**config.mk**
```make
export PLATFORM = sky130hd
export DESIGN_NAME = colmix_top
export DESIGN_NICKNAME = d
export VERILOG_FILES = /design/src/colmix_pkg.sv /design/src/palette_table.sv /design/src/layer_priority.sv /design/src/layer_select.sv /design/src/palette_lookup.sv /design/src/colmix_top.sv
export SDC_FILE = /design/constraint.sdc
export NUM_CORES = 2
export LEC_CHECK = 0
export ABC_AREA = 1
export BUFFER_PORTS_ARGS = -buffer_cell sky130_fd_sc_hd__clkbuf_2
export CAP_MARGIN = 30
export CORE_MARGIN = 2
export CORE_UTILIZATION = 55
export CTS_CLUSTER_DIAMETER = 200
export DETAILED_ROUTE_END_ITERATION = 16
export PLACE_DENSITY_LB_ADDON = 0.2
export REMOVE_ABC_BUFFERS = 1
export SLEW_MARGIN = 20
export SYNTH_ARGS = -nofsm -noshare
export SYNTH_HDL_FRONTEND = slang
export SYNTH_SLANG_ARGS = --single-unit
```
**constraint.sdc**
```tcl
create_clock -name clk -period 3 [get_ports clk]
set_input_delay 0.3 -clock clk [delete_from_list [all_inputs] [get_ports clk]]
set_output_delay 0.3 -clock clk [all_outputs]
set_load 0.01 [all_outputs]
```
**src/colmix_pkg.sv**
```systemverilog
// colour mixer shared types
// pixel, palette index, colour and sync types for the layer mixer
// plus the layer code of the priority word and the program port target

package colmix_pkg;

    // table geometry
    localparam int PAL_DEPTH = 256;          // entries per palette or priority table

    // low nibble of all ones marks a transparent pixel on every layer
    localparam logic [3:0] TRANSP_NIB = 4'hf;

    typedef logic [3:0] char_pxl_t;          // character layer pixel
    typedef logic [5:0] scr_pxl_t;           // scroll layer pixel
    typedef logic [7:0] obj_pxl_t;           // object pixel, 7:6 priority, 5:0 colour
    typedef logic [3:0] nib_t;               // table word
    typedef logic [7:0] pal_idx_t;           // palette or table address

    // the four layer pixels of one raster position
    typedef struct packed {
        char_pxl_t chr;
        scr_pxl_t  scr1;
        scr_pxl_t  scr2;
        obj_pxl_t  obj;
    } layer_px_t;

    // 12-bit output colour
    typedef struct packed {
        nib_t red;
        nib_t green;
        nib_t blue;
    } rgb_t;

    // blanking flags, high while the beam is in the visible area
    typedef struct packed {
        logic lhbl;                          // horizontal display on
        logic lvbl;                          // vertical display on
    } sync_t;

    // low two bits of the priority word
    typedef enum logic [1:0] {
        LAYER_SCR2 = 2'd0,
        LAYER_SCR1 = 2'd1,
        LAYER_OBJ  = 2'd2,
        LAYER_CHR  = 2'd3
    } layer_e;

    // program port target
    typedef enum logic [1:0] {
        TBL_RED   = 2'd0,
        TBL_GREEN = 2'd1,
        TBL_BLUE  = 2'd2,
        TBL_PRIO  = 2'd3
    } table_e;

endpackage

```
**src/palette_table.sv**
```systemverilog
// palette table
// 256 x 4 writable memory in place of a palette or priority PROM
// synchronous write from the program port, registered read on every clk
// so an address set on one pixel enable is settled before the next

`timescale 1ns/1ps

module palette_table (
    input  logic                 clk,
    input  logic                 we,
    input  colmix_pkg::pal_idx_t wr_addr,
    input  colmix_pkg::nib_t     din,
    input  colmix_pkg::pal_idx_t rd_addr,
    output colmix_pkg::nib_t     q
);
    import colmix_pkg::*;

    nib_t mem [PAL_DEPTH];                   // table contents survive reset

    // write port
    always_ff @(posedge clk) begin
        if (we) begin
            mem[wr_addr] <= din;             // visible to reads from next clk
        end
    end

    // read port runs every clk, not on the pixel enable
    always_ff @(posedge clk) begin
        q <= mem[rd_addr];
    end

endmodule

```
**src/layer_priority.sv**
```systemverilog
// layer priority stage
// registers the four layer pixels on the pixel enable and builds the
// priority table address from the layer opacity flags and the object
// priority bits; the table output is the priority word for layer select
// single scroll plane boards use a reduced address

`timescale 1ns/1ps

module layer_priority #(
    parameter int SCR_PLANES = 2             // 1 or 2 scroll planes
) (
    input  logic                  clk,
    input  logic                  arst_n,
    input  logic                  pix_cen,
    input  colmix_pkg::layer_px_t px,
    input  logic [3:0]            layer_en,  // bit 0 chr, 1 scr1, 2 scr2, 3 obj
    input  logic                  prio_we,
    input  colmix_pkg::pal_idx_t  prog_addr,
    input  colmix_pkg::nib_t      prog_din,
    output colmix_pkg::layer_px_t px_q,
    output colmix_pkg::nib_t      prio
);
    import colmix_pkg::*;

    logic     chr_opq;                       // char layer opaque
    logic     scr1_opq;                      // front scroll opaque
    logic     obj_opq;                       // object opaque
    pal_idx_t prio_addr_d;
    pal_idx_t prio_addr;

    // scr2 is the backdrop, it has no opacity input to the table
    assign chr_opq  = layer_en[0] && (px.chr != TRANSP_NIB);
    assign scr1_opq = layer_en[1] && (px.scr1[3:0] != TRANSP_NIB);
    assign obj_opq  = layer_en[3] && (px.obj[3:0] != TRANSP_NIB);

    // priority address
    always_comb begin
        prio_addr_d    = '0;
        prio_addr_d[4] = chr_opq;
        prio_addr_d[3] = obj_opq;
        if (SCR_PLANES == 2) begin
            prio_addr_d[2:1] = px.obj[7:6];  // both object priority bits
            prio_addr_d[0]   = scr1_opq;
        end else begin
            prio_addr_d[1]   = px.obj[6];    // only one priority bit on this board
        end
    end

    // pixel and address registers, one enable
    always_ff @(posedge clk or negedge arst_n) begin
        if (!arst_n) begin
            px_q      <= '0;
            prio_addr <= '0;
        end else if (pix_cen) begin
            px_q      <= px;
            prio_addr <= prio_addr_d;
        end
    end

    // priority table, read one clk after the address
    palette_table u_prio_table (
        .clk     (clk),
        .we      (prio_we),
        .wr_addr (prog_addr),
        .din     (prog_din),
        .rd_addr (prio_addr),
        .q       (prio)
    );

endmodule

```
**src/layer_select.sv**
```systemverilog
// layer select stage
// picks the colour of the layer named by the priority word and joins
// it with the bank bits into the 8-bit palette index
// on single scroll plane boards both scroll codes pick scr1

`timescale 1ns/1ps

module layer_select #(
    parameter int SCR_PLANES = 2             // 1 or 2 scroll planes
) (
    input  logic                  clk,
    input  logic                  arst_n,
    input  logic                  pix_cen,
    input  colmix_pkg::layer_px_t px_q,
    input  colmix_pkg::nib_t      prio,      // 3:2 bank, 1:0 layer
    output colmix_pkg::pal_idx_t  pal_idx
);
    import colmix_pkg::*;

    layer_e   sel;
    scr_pxl_t colour;                        // 6-bit colour of the chosen layer

    assign sel = layer_e'(prio[1:0]);

    // colour mux
    always_comb begin
        case (sel)
            LAYER_SCR2: begin
                if (SCR_PLANES == 2) begin
                    colour = px_q.scr2;
                end else begin
                    colour = px_q.scr1;      // no second plane, fold onto scr1
                end
            end
            LAYER_SCR1: colour = px_q.scr1;
            LAYER_OBJ:  colour = px_q.obj[5:0];      // drop object priority bits
            default:    colour = {2'b00, px_q.chr};  // char is only 4 bits wide
        endcase
    end

    // index register, bank on top of the colour
    always_ff @(posedge clk or negedge arst_n) begin
        if (!arst_n) begin
            pal_idx <= '0;
        end else if (pix_cen) begin
            pal_idx <= {prio[3:2], colour};
        end
    end

endmodule

```
**src/palette_lookup.sv**
```systemverilog
// palette lookup stage
// three colour tables turn the palette index into 12-bit rgb
// the blanking flags ride a three enable shift register so they leave
// together with the pixel they belong to; rgb is black while blanked

`timescale 1ns/1ps

module palette_lookup (
    input  logic                 clk,
    input  logic                 arst_n,
    input  logic                 pix_cen,
    input  colmix_pkg::pal_idx_t pal_idx,
    input  colmix_pkg::sync_t    sync_in,
    input  logic                 red_we,
    input  logic                 green_we,
    input  logic                 blue_we,
    input  colmix_pkg::pal_idx_t prog_addr,
    input  colmix_pkg::nib_t     prog_din,
    output colmix_pkg::rgb_t     rgb,
    output colmix_pkg::sync_t    sync_out
);
    import colmix_pkg::*;

    rgb_t          pal_rgb;                  // table outputs, settle one clk after index
    sync_t [2:0]   sync_dly;                 // one entry per pipeline stage
    logic          disp_on;

    palette_table u_red_table (
        .clk     (clk),
        .we      (red_we),
        .wr_addr (prog_addr),
        .din     (prog_din),
        .rd_addr (pal_idx),
        .q       (pal_rgb.red)
    );

    palette_table u_green_table (
        .clk     (clk),
        .we      (green_we),
        .wr_addr (prog_addr),
        .din     (prog_din),
        .rd_addr (pal_idx),
        .q       (pal_rgb.green)
    );

    palette_table u_blue_table (
        .clk     (clk),
        .we      (blue_we),
        .wr_addr (prog_addr),
        .din     (prog_din),
        .rd_addr (pal_idx),
        .q       (pal_rgb.blue)
    );

    // sync entering the third position, same pixel as the colour now
    // being registered
    assign disp_on = sync_dly[1].lhbl && sync_dly[1].lvbl;

    // blank delay
    always_ff @(posedge clk or negedge arst_n) begin
        if (!arst_n) begin
            sync_dly <= '0;                  // blanked out of reset
        end else if (pix_cen) begin
            sync_dly <= {sync_dly[1:0], sync_in};
        end
    end

    // output colour register
    always_ff @(posedge clk or negedge arst_n) begin
        if (!arst_n) begin
            rgb <= '0;
        end else if (pix_cen) begin
            rgb <= disp_on ? pal_rgb : '0;   // force black in blanking
        end
    end

    assign sync_out = sync_dly[2];

endmodule

```
**src/colmix_top.sv**
```systemverilog
// colour mixer top
// priority, layer select and palette lookup stages on the pixel enable
// fixed latency of three enables from layer pixels to rgb and sync_out
// the program port writes one of the four tables, picked by prog_sel
// pix_cen must be low for at least one clk between enables

`timescale 1ns/1ps

module colmix_top #(
    parameter int SCR_PLANES = 2             // 1 or 2 scroll planes
) (
    input  logic                  clk,
    input  logic                  arst_n,
    input  logic                  pix_cen,
    input  colmix_pkg::layer_px_t px,
    input  colmix_pkg::sync_t     sync_in,
    input  logic [3:0]            layer_en,
    input  logic                  prog_we,
    input  colmix_pkg::table_e    prog_sel,
    input  colmix_pkg::pal_idx_t  prog_addr,
    input  colmix_pkg::nib_t      prog_din,
    output colmix_pkg::rgb_t      rgb,
    output colmix_pkg::sync_t     sync_out
);
    import colmix_pkg::*;

    layer_px_t px_q;                         // stage 1 pixels
    nib_t      prio;                         // priority word
    pal_idx_t  pal_idx;                      // stage 2 index
    logic      red_we;
    logic      green_we;
    logic      blue_we;
    logic      prio_we;

    // program target decode
    assign red_we   = prog_we && (prog_sel == TBL_RED);
    assign green_we = prog_we && (prog_sel == TBL_GREEN);
    assign blue_we  = prog_we && (prog_sel == TBL_BLUE);
    assign prio_we  = prog_we && (prog_sel == TBL_PRIO);

    layer_priority #(.SCR_PLANES(SCR_PLANES)) u_layer_priority (
        .clk       (clk),
        .arst_n    (arst_n),
        .pix_cen   (pix_cen),
        .px        (px),
        .layer_en  (layer_en),
        .prio_we   (prio_we),
        .prog_addr (prog_addr),
        .prog_din  (prog_din),
        .px_q      (px_q),
        .prio      (prio)
    );

    layer_select #(.SCR_PLANES(SCR_PLANES)) u_layer_select (
        .clk     (clk),
        .arst_n  (arst_n),
        .pix_cen (pix_cen),
        .px_q    (px_q),
        .prio    (prio),
        .pal_idx (pal_idx)
    );

    palette_lookup u_palette_lookup (
        .clk       (clk),
        .arst_n    (arst_n),
        .pix_cen   (pix_cen),
        .pal_idx   (pal_idx),
        .sync_in   (sync_in),
        .red_we    (red_we),
        .green_we  (green_we),
        .blue_we   (blue_we),
        .prog_addr (prog_addr),
        .prog_din  (prog_din),
        .rgb       (rgb),
        .sync_out  (sync_out)
    );

endmodule

```
# Word-level counts from Yosys, hierarchy flattened
# Memories as Yosys holds them, arrays and structs flattened. A register that Yosys moved wholly into a read port is not among the register bits.
# Index checks and enable logic that the tools add are counted.
[word_totals]
ff_bits = 53
ram_bits = 4096
output_inout_bits = 14
mem_count = 4
[memory_table]
columns = ["memory", "depth", "width", "read_ports", "rd_ports_with_merged_regs", "write_ports", "line", "source"]
rows = [
  ["u_layer_priority.u_prio_table.mem", 256, 4, 1, 1, 1, "palette_table.sv:18", "nib_t mem [PAL_DEPTH];"],
  ["u_palette_lookup.u_blue_table.mem", 256, 4, 1, 1, 1, "palette_table.sv:18", ""],
  ["u_palette_lookup.u_green_table.mem", 256, 4, 1, 1, 1, "palette_table.sv:18", ""],
  ["u_palette_lookup.u_red_table.mem", 256, 4, 1, 1, 1, "palette_table.sv:18", ""],
]
[classes]
eq_ne = 8
n_mux = 10
n_reduce_logical = 10
[op_table]
columns = ["operator", "count"]
rows = [
  ["$pmux 6 s3", 1],
  ["$mux 12", 1],
  ["$ne 4x4->1 const B", 3],
  ["$logic_and 1x1->1", 8],
  ["$mux 1", 8],
  ["$eq 2x2->1 const B", 3],
  ["$eq 2x1->1 const B", 2],
  ["$logic_not 2->1", 2],
]

# Logic depth before layout (Yosys ltp)
[logic_depth]
ltp_word = 4
ltp_mapped = 15

# Cells and area by module
# From an unflattened synthesis, not the netlist that was laid out.
[hier_totals]
hier_cells = 15167
hier_area_um2 = 173702.8
[by_module_without_submodules]
columns = ["mod", "n_inst", "cells_per_inst", "area_per_inst_um2", "seq_area_each_um2"]
rows = [
  ["palette_table", 4, 3720, 42824.8, 30829.6],
  ["layer_priority", 1, 129, 1127.3, 675.6],
  ["palette_lookup", 1, 78, 750.7, 450.4],
  ["layer_select", 1, 72, 495.5, 200.2],
  ["colmix_top", 1, 8, 30.0, 0.0],
]

# Worst setup path after synthesis
# Ideal clock, no wire load.
[synth_path]
path_type = "input to register"
start = "input port prog_addr[5]"
end = "memory u_layer_priority.u_prio_table.mem[19][0] (netlist name), enable pin"
setup_time_ns = 0.329
arrival_time_ns = 1.377
required_time_ns = 2.671
slack_ns = 1.294
cell_stages = 6
path_buffers = 1
path_cell_list = "inv_1 nand2_1 nor2_1 clkbuf_1 nand2_1 nor2_1"
[synth_rtl]
columns = ["element", "line", "source"]
rows = [
  ["start: declaration", "colmix_top.sv:20", "input colmix_pkg::pal_idx_t prog_addr,"],
  ["end: declaration", "palette_table.sv:18", ""],
]
# Straight into the memory's write port.

==> summary.txt <==
Status: complete, no violations
Post-Place Worst Slack: 0.2171 ns
Area occupied by multi-input gates: 32890 µm²
Startpoint type of the worst setup path: register
Crit path kind: register to register
Async SR Flop Fraction: 0.01621
Post-DR vias/cell: 6.016
Commonest non-fill, non-tap cell in the layout: nand2_1
Placeable Area: 243700 µm²
Setup TNS: 0 ns
Period utilization: 0.9496
CP cell instances: buf_12 -> buf_12 -> buf_12 -> nand2_1 -> nand3_1 -> nand3_1 -> nand3_1 -> nand3_1 -> nand3_1 -> nand3_1 -> nand2_1 -> nand2_1 -> nand2_1
Synth warn: 0
Largest cells by area after synthesis: edfxtp_1 (71%), nand3_1 (11%), nand2_1 (9.8%)
Cell Area, Synth: 135000 µm²
Grt ovf: 0
Number of core rows: 181
Port buffer count: 60
Remaining antenna violation count after routing: 0
Post-synthesis xor/xnor area fraction: 0
DR DRC count: 0
Unrepaired setup endpoints after global routing: no
Worst-Margin Slew: 1.051 ns
Multiplexer area fraction after synthesis: 0
Vias in the first global route: 87760
Register area: 97760 µm²
Htree depth: 5
Library cells used by synthesis: 27
Dpl hpwl: 228200 µm
CTS tree: done
Top FF cell, synth: edfxtp_1
Worst reg2reg path depth: 13
WP data arrival: 3.75 ns
Max-cap viol count: 0
Latest clock arrival within the worst-skew pair: 0.96 ns
WP data required: 3.91 ns
Crit path top cell by count: nand3_1
Mean Syn Cell Area: 11.48 µm²
Die area: 249500 µm²
Worst path top cell family by delay: simple AND/OR/NAND/NOR gates
I/O pin cnt: 62
Slew HR: 0.2990
Total wire length: 365600 µm
Final Wtd Congestion: 0.9590
Post-synth top area share: 0.7115
Post-synthesis compound-gate area fraction: 0.006606
Fin nets: 11790
P&R area growth vs syn: 11.71%
Most frequent cells in the layout: nand2_1 (3518), edfxtp_1 (3200), nand3_1 (3037)
WL/cell: 24.06 µm
Reg clk slew, reported paths: 0.06 ns
CTS Buf Count: 346
PwrDens: 771.2 nW/µm²
Largest family of logic cells by synthesized area: simple AND/OR/NAND/NOR gates
FF+latch count, synth: 3269
Final Non-Filler Cells: 15200
Worst reg2reg path endpoint: u_palette_lookup.u_blue_table.q[2]
Global-route wire length before repair: 545400 µm
Dominant cell type by area after synthesis: edfxtp_1
Peak VDD IR: 0.6668 mV
Fill cell count: 18710
Hold WC Path Type: input pin to async pin
Reg2Reg Launch Point: u_layer_select.pal_idx[0]
Starting DRT DRC Count: 12130
Pin count of the biggest net entering global routing: 153
Pre-Repair DR Iteration Count: 8
Worst Skew: 0.07952 ns
Post-synthesis sequential area ratio: 0.7237
CP peak stage delay: 0.50 ns
Crit end category: register
CP max-delay cell: dfrtp_4
Fmax: 351.0 MHz
Adder-Cell Fraction of Synth Area: 0
Post-Syn Instances: 11760
Fin crit period: 2.849 ns
Root Buffer: clkbuf_16
Layout cells sized above 1: 0.07557
Buffers & Inverters on Critical Path: 3
Die height: 499.5 µm
Setup ws final: 0.1512 ns
Routed vias: 91420
Cell total after placement: 14550
LEAKAGE: 52.16 nW
Final Setup Violations: 0
Post-layout power: 0.1163 W
Initial Utilization: 0.5542
Slew Viols, Final: 0
Horiz. Die Dim: 499.5 µm
Initial antenna violation count: 12
Total GRT Usage: 0.2895
Post-Synth Simple-Gate Area: 0.2358
Clock sink count: 3269
CP Max Fanout: 46
Setup slack, reg-to-reg: 0.15 ns
Final hold vios: 0
Clock Tree Buf Depth: 4
Number of flops mapped to enable cells by yosys: 3200
[metrics by stage]
step / util / cell area (µm²) / hold slack, ns
after floorplan: - / 130600 / 0.004409
after global placement: 0.5740 / 139900 / 0.1548
after detailed placement: 0.5740 / 139900 / 0.1538
after CTS: 0.6190 / 150800 / 0.004642
after global routing: 0.6191 / 150900 / 0.03876
final: 0.6191 / 150900 / 0.04557
[logic make-up after synthesis]
group,after synthesis
AOI/OAI and AO/OA,151
buffers and inverters,872
DFF,3269
and+or+nand+nor,7467
[report_power, final]
| part | internal [W] | switching, W |
|---|---|---|
| clock | 0.0234 | 0.0170 |
| combinational | 0.00741 | 0.0179 |
| sequential | 0.0503 | 0.000327 |
[synth_stat cells, drive strengths merged (6+ instances only)]
cell	n
dfrtp	53
inv	37
clkbuf	229
nor2	906
nand2	3518
o22ai	6
buf	605
dfxtp	16
edfxtp	3200
o21ai	104
nand3	3040
o221ai	28
[routing by layer]
metal / vias to the layer above / track usage / part of all wire
met3: 813 / 0.04564 / 0.094
met1: 44450 / 0.3960 / 0.39
met2: 4729 / 0.4602 / 0.47
li1: 41410 / - / -
met5: - / 0 / 0.00028
met4: 14 / 0.1321 / 0.048
[tightest hold or removal path, delay by kind of cell]
family,cells,cell delay [ns]
buffers and inverters,3,1.09
[how the worst max path moves through the flow]
| stage | slack [ns] | endpoint | cells after the start | startpoint |
|---|---|---|---|---|
| after global placement | 0.22 | u_palette_lookup.u_green_table.q[0] | 12 | u_layer_select.pal_idx[0] |
| after detailed placement | 0.22 | u_palette_lookup.u_green_table.q[1] | 12 | u_layer_select.pal_idx[0] |
| after global routing | 0.02 | u_palette_lookup.u_blue_table.q[1] | 13 | u_layer_select.pal_idx[0] |
| after CTS | 0.17 | u_palette_lookup.u_green_table.q[0] | 12 | u_layer_select.pal_idx[0] |
| after floorplan | -76.62 | u_palette_lookup.u_red_table.q[1] | 11 | u_layer_select.pal_idx[0] |
| final | 0.15 | u_palette_lookup.u_blue_table.q[2] | 13 | u_layer_select.pal_idx[0] |
[area by class of cell]
| cell class | count | area share |
|---|---|---|
| Multi-Input combinational cell | 7618 | 0.2180 |
| Clock buffer | 431 | 0.06067 |
| Clock inverter | 165 | 0.009198 |
| Tap cell | 3202 | 0.02656 |
| Sequential cell | 3269 | 0.6480 |
| Timing Repair Buffer | 468 | 0.03627 |
| Antenna cell | 5 | 0.00008294 |
| Inverter | 38 | 0.001219 |
[state kept, by name (all words and copies together) (netlist names), 5 cells and up]
signal	count
u_layer_priority.px_q	22
u_palette_lookup.rgb	12
u_palette_lookup.u_red_table.mem	1024
u_palette_lookup.u_blue_table.mem	1024
u_palette_lookup.u_green_table.mem	1024
u_layer_select.pal_idx	8
u_layer_priority.u_prio_table.mem	128
u_layer_priority.prio_addr	5
[timing repair]
action                     CTS  global route
hold buffers                42             0
hold endpoints to repair   385             0
setup endpoints to repair    0             1
buffers inserted             0             0
gates resized for setup      0             1
No activity file was read; power rests on OpenSTA's default activity.
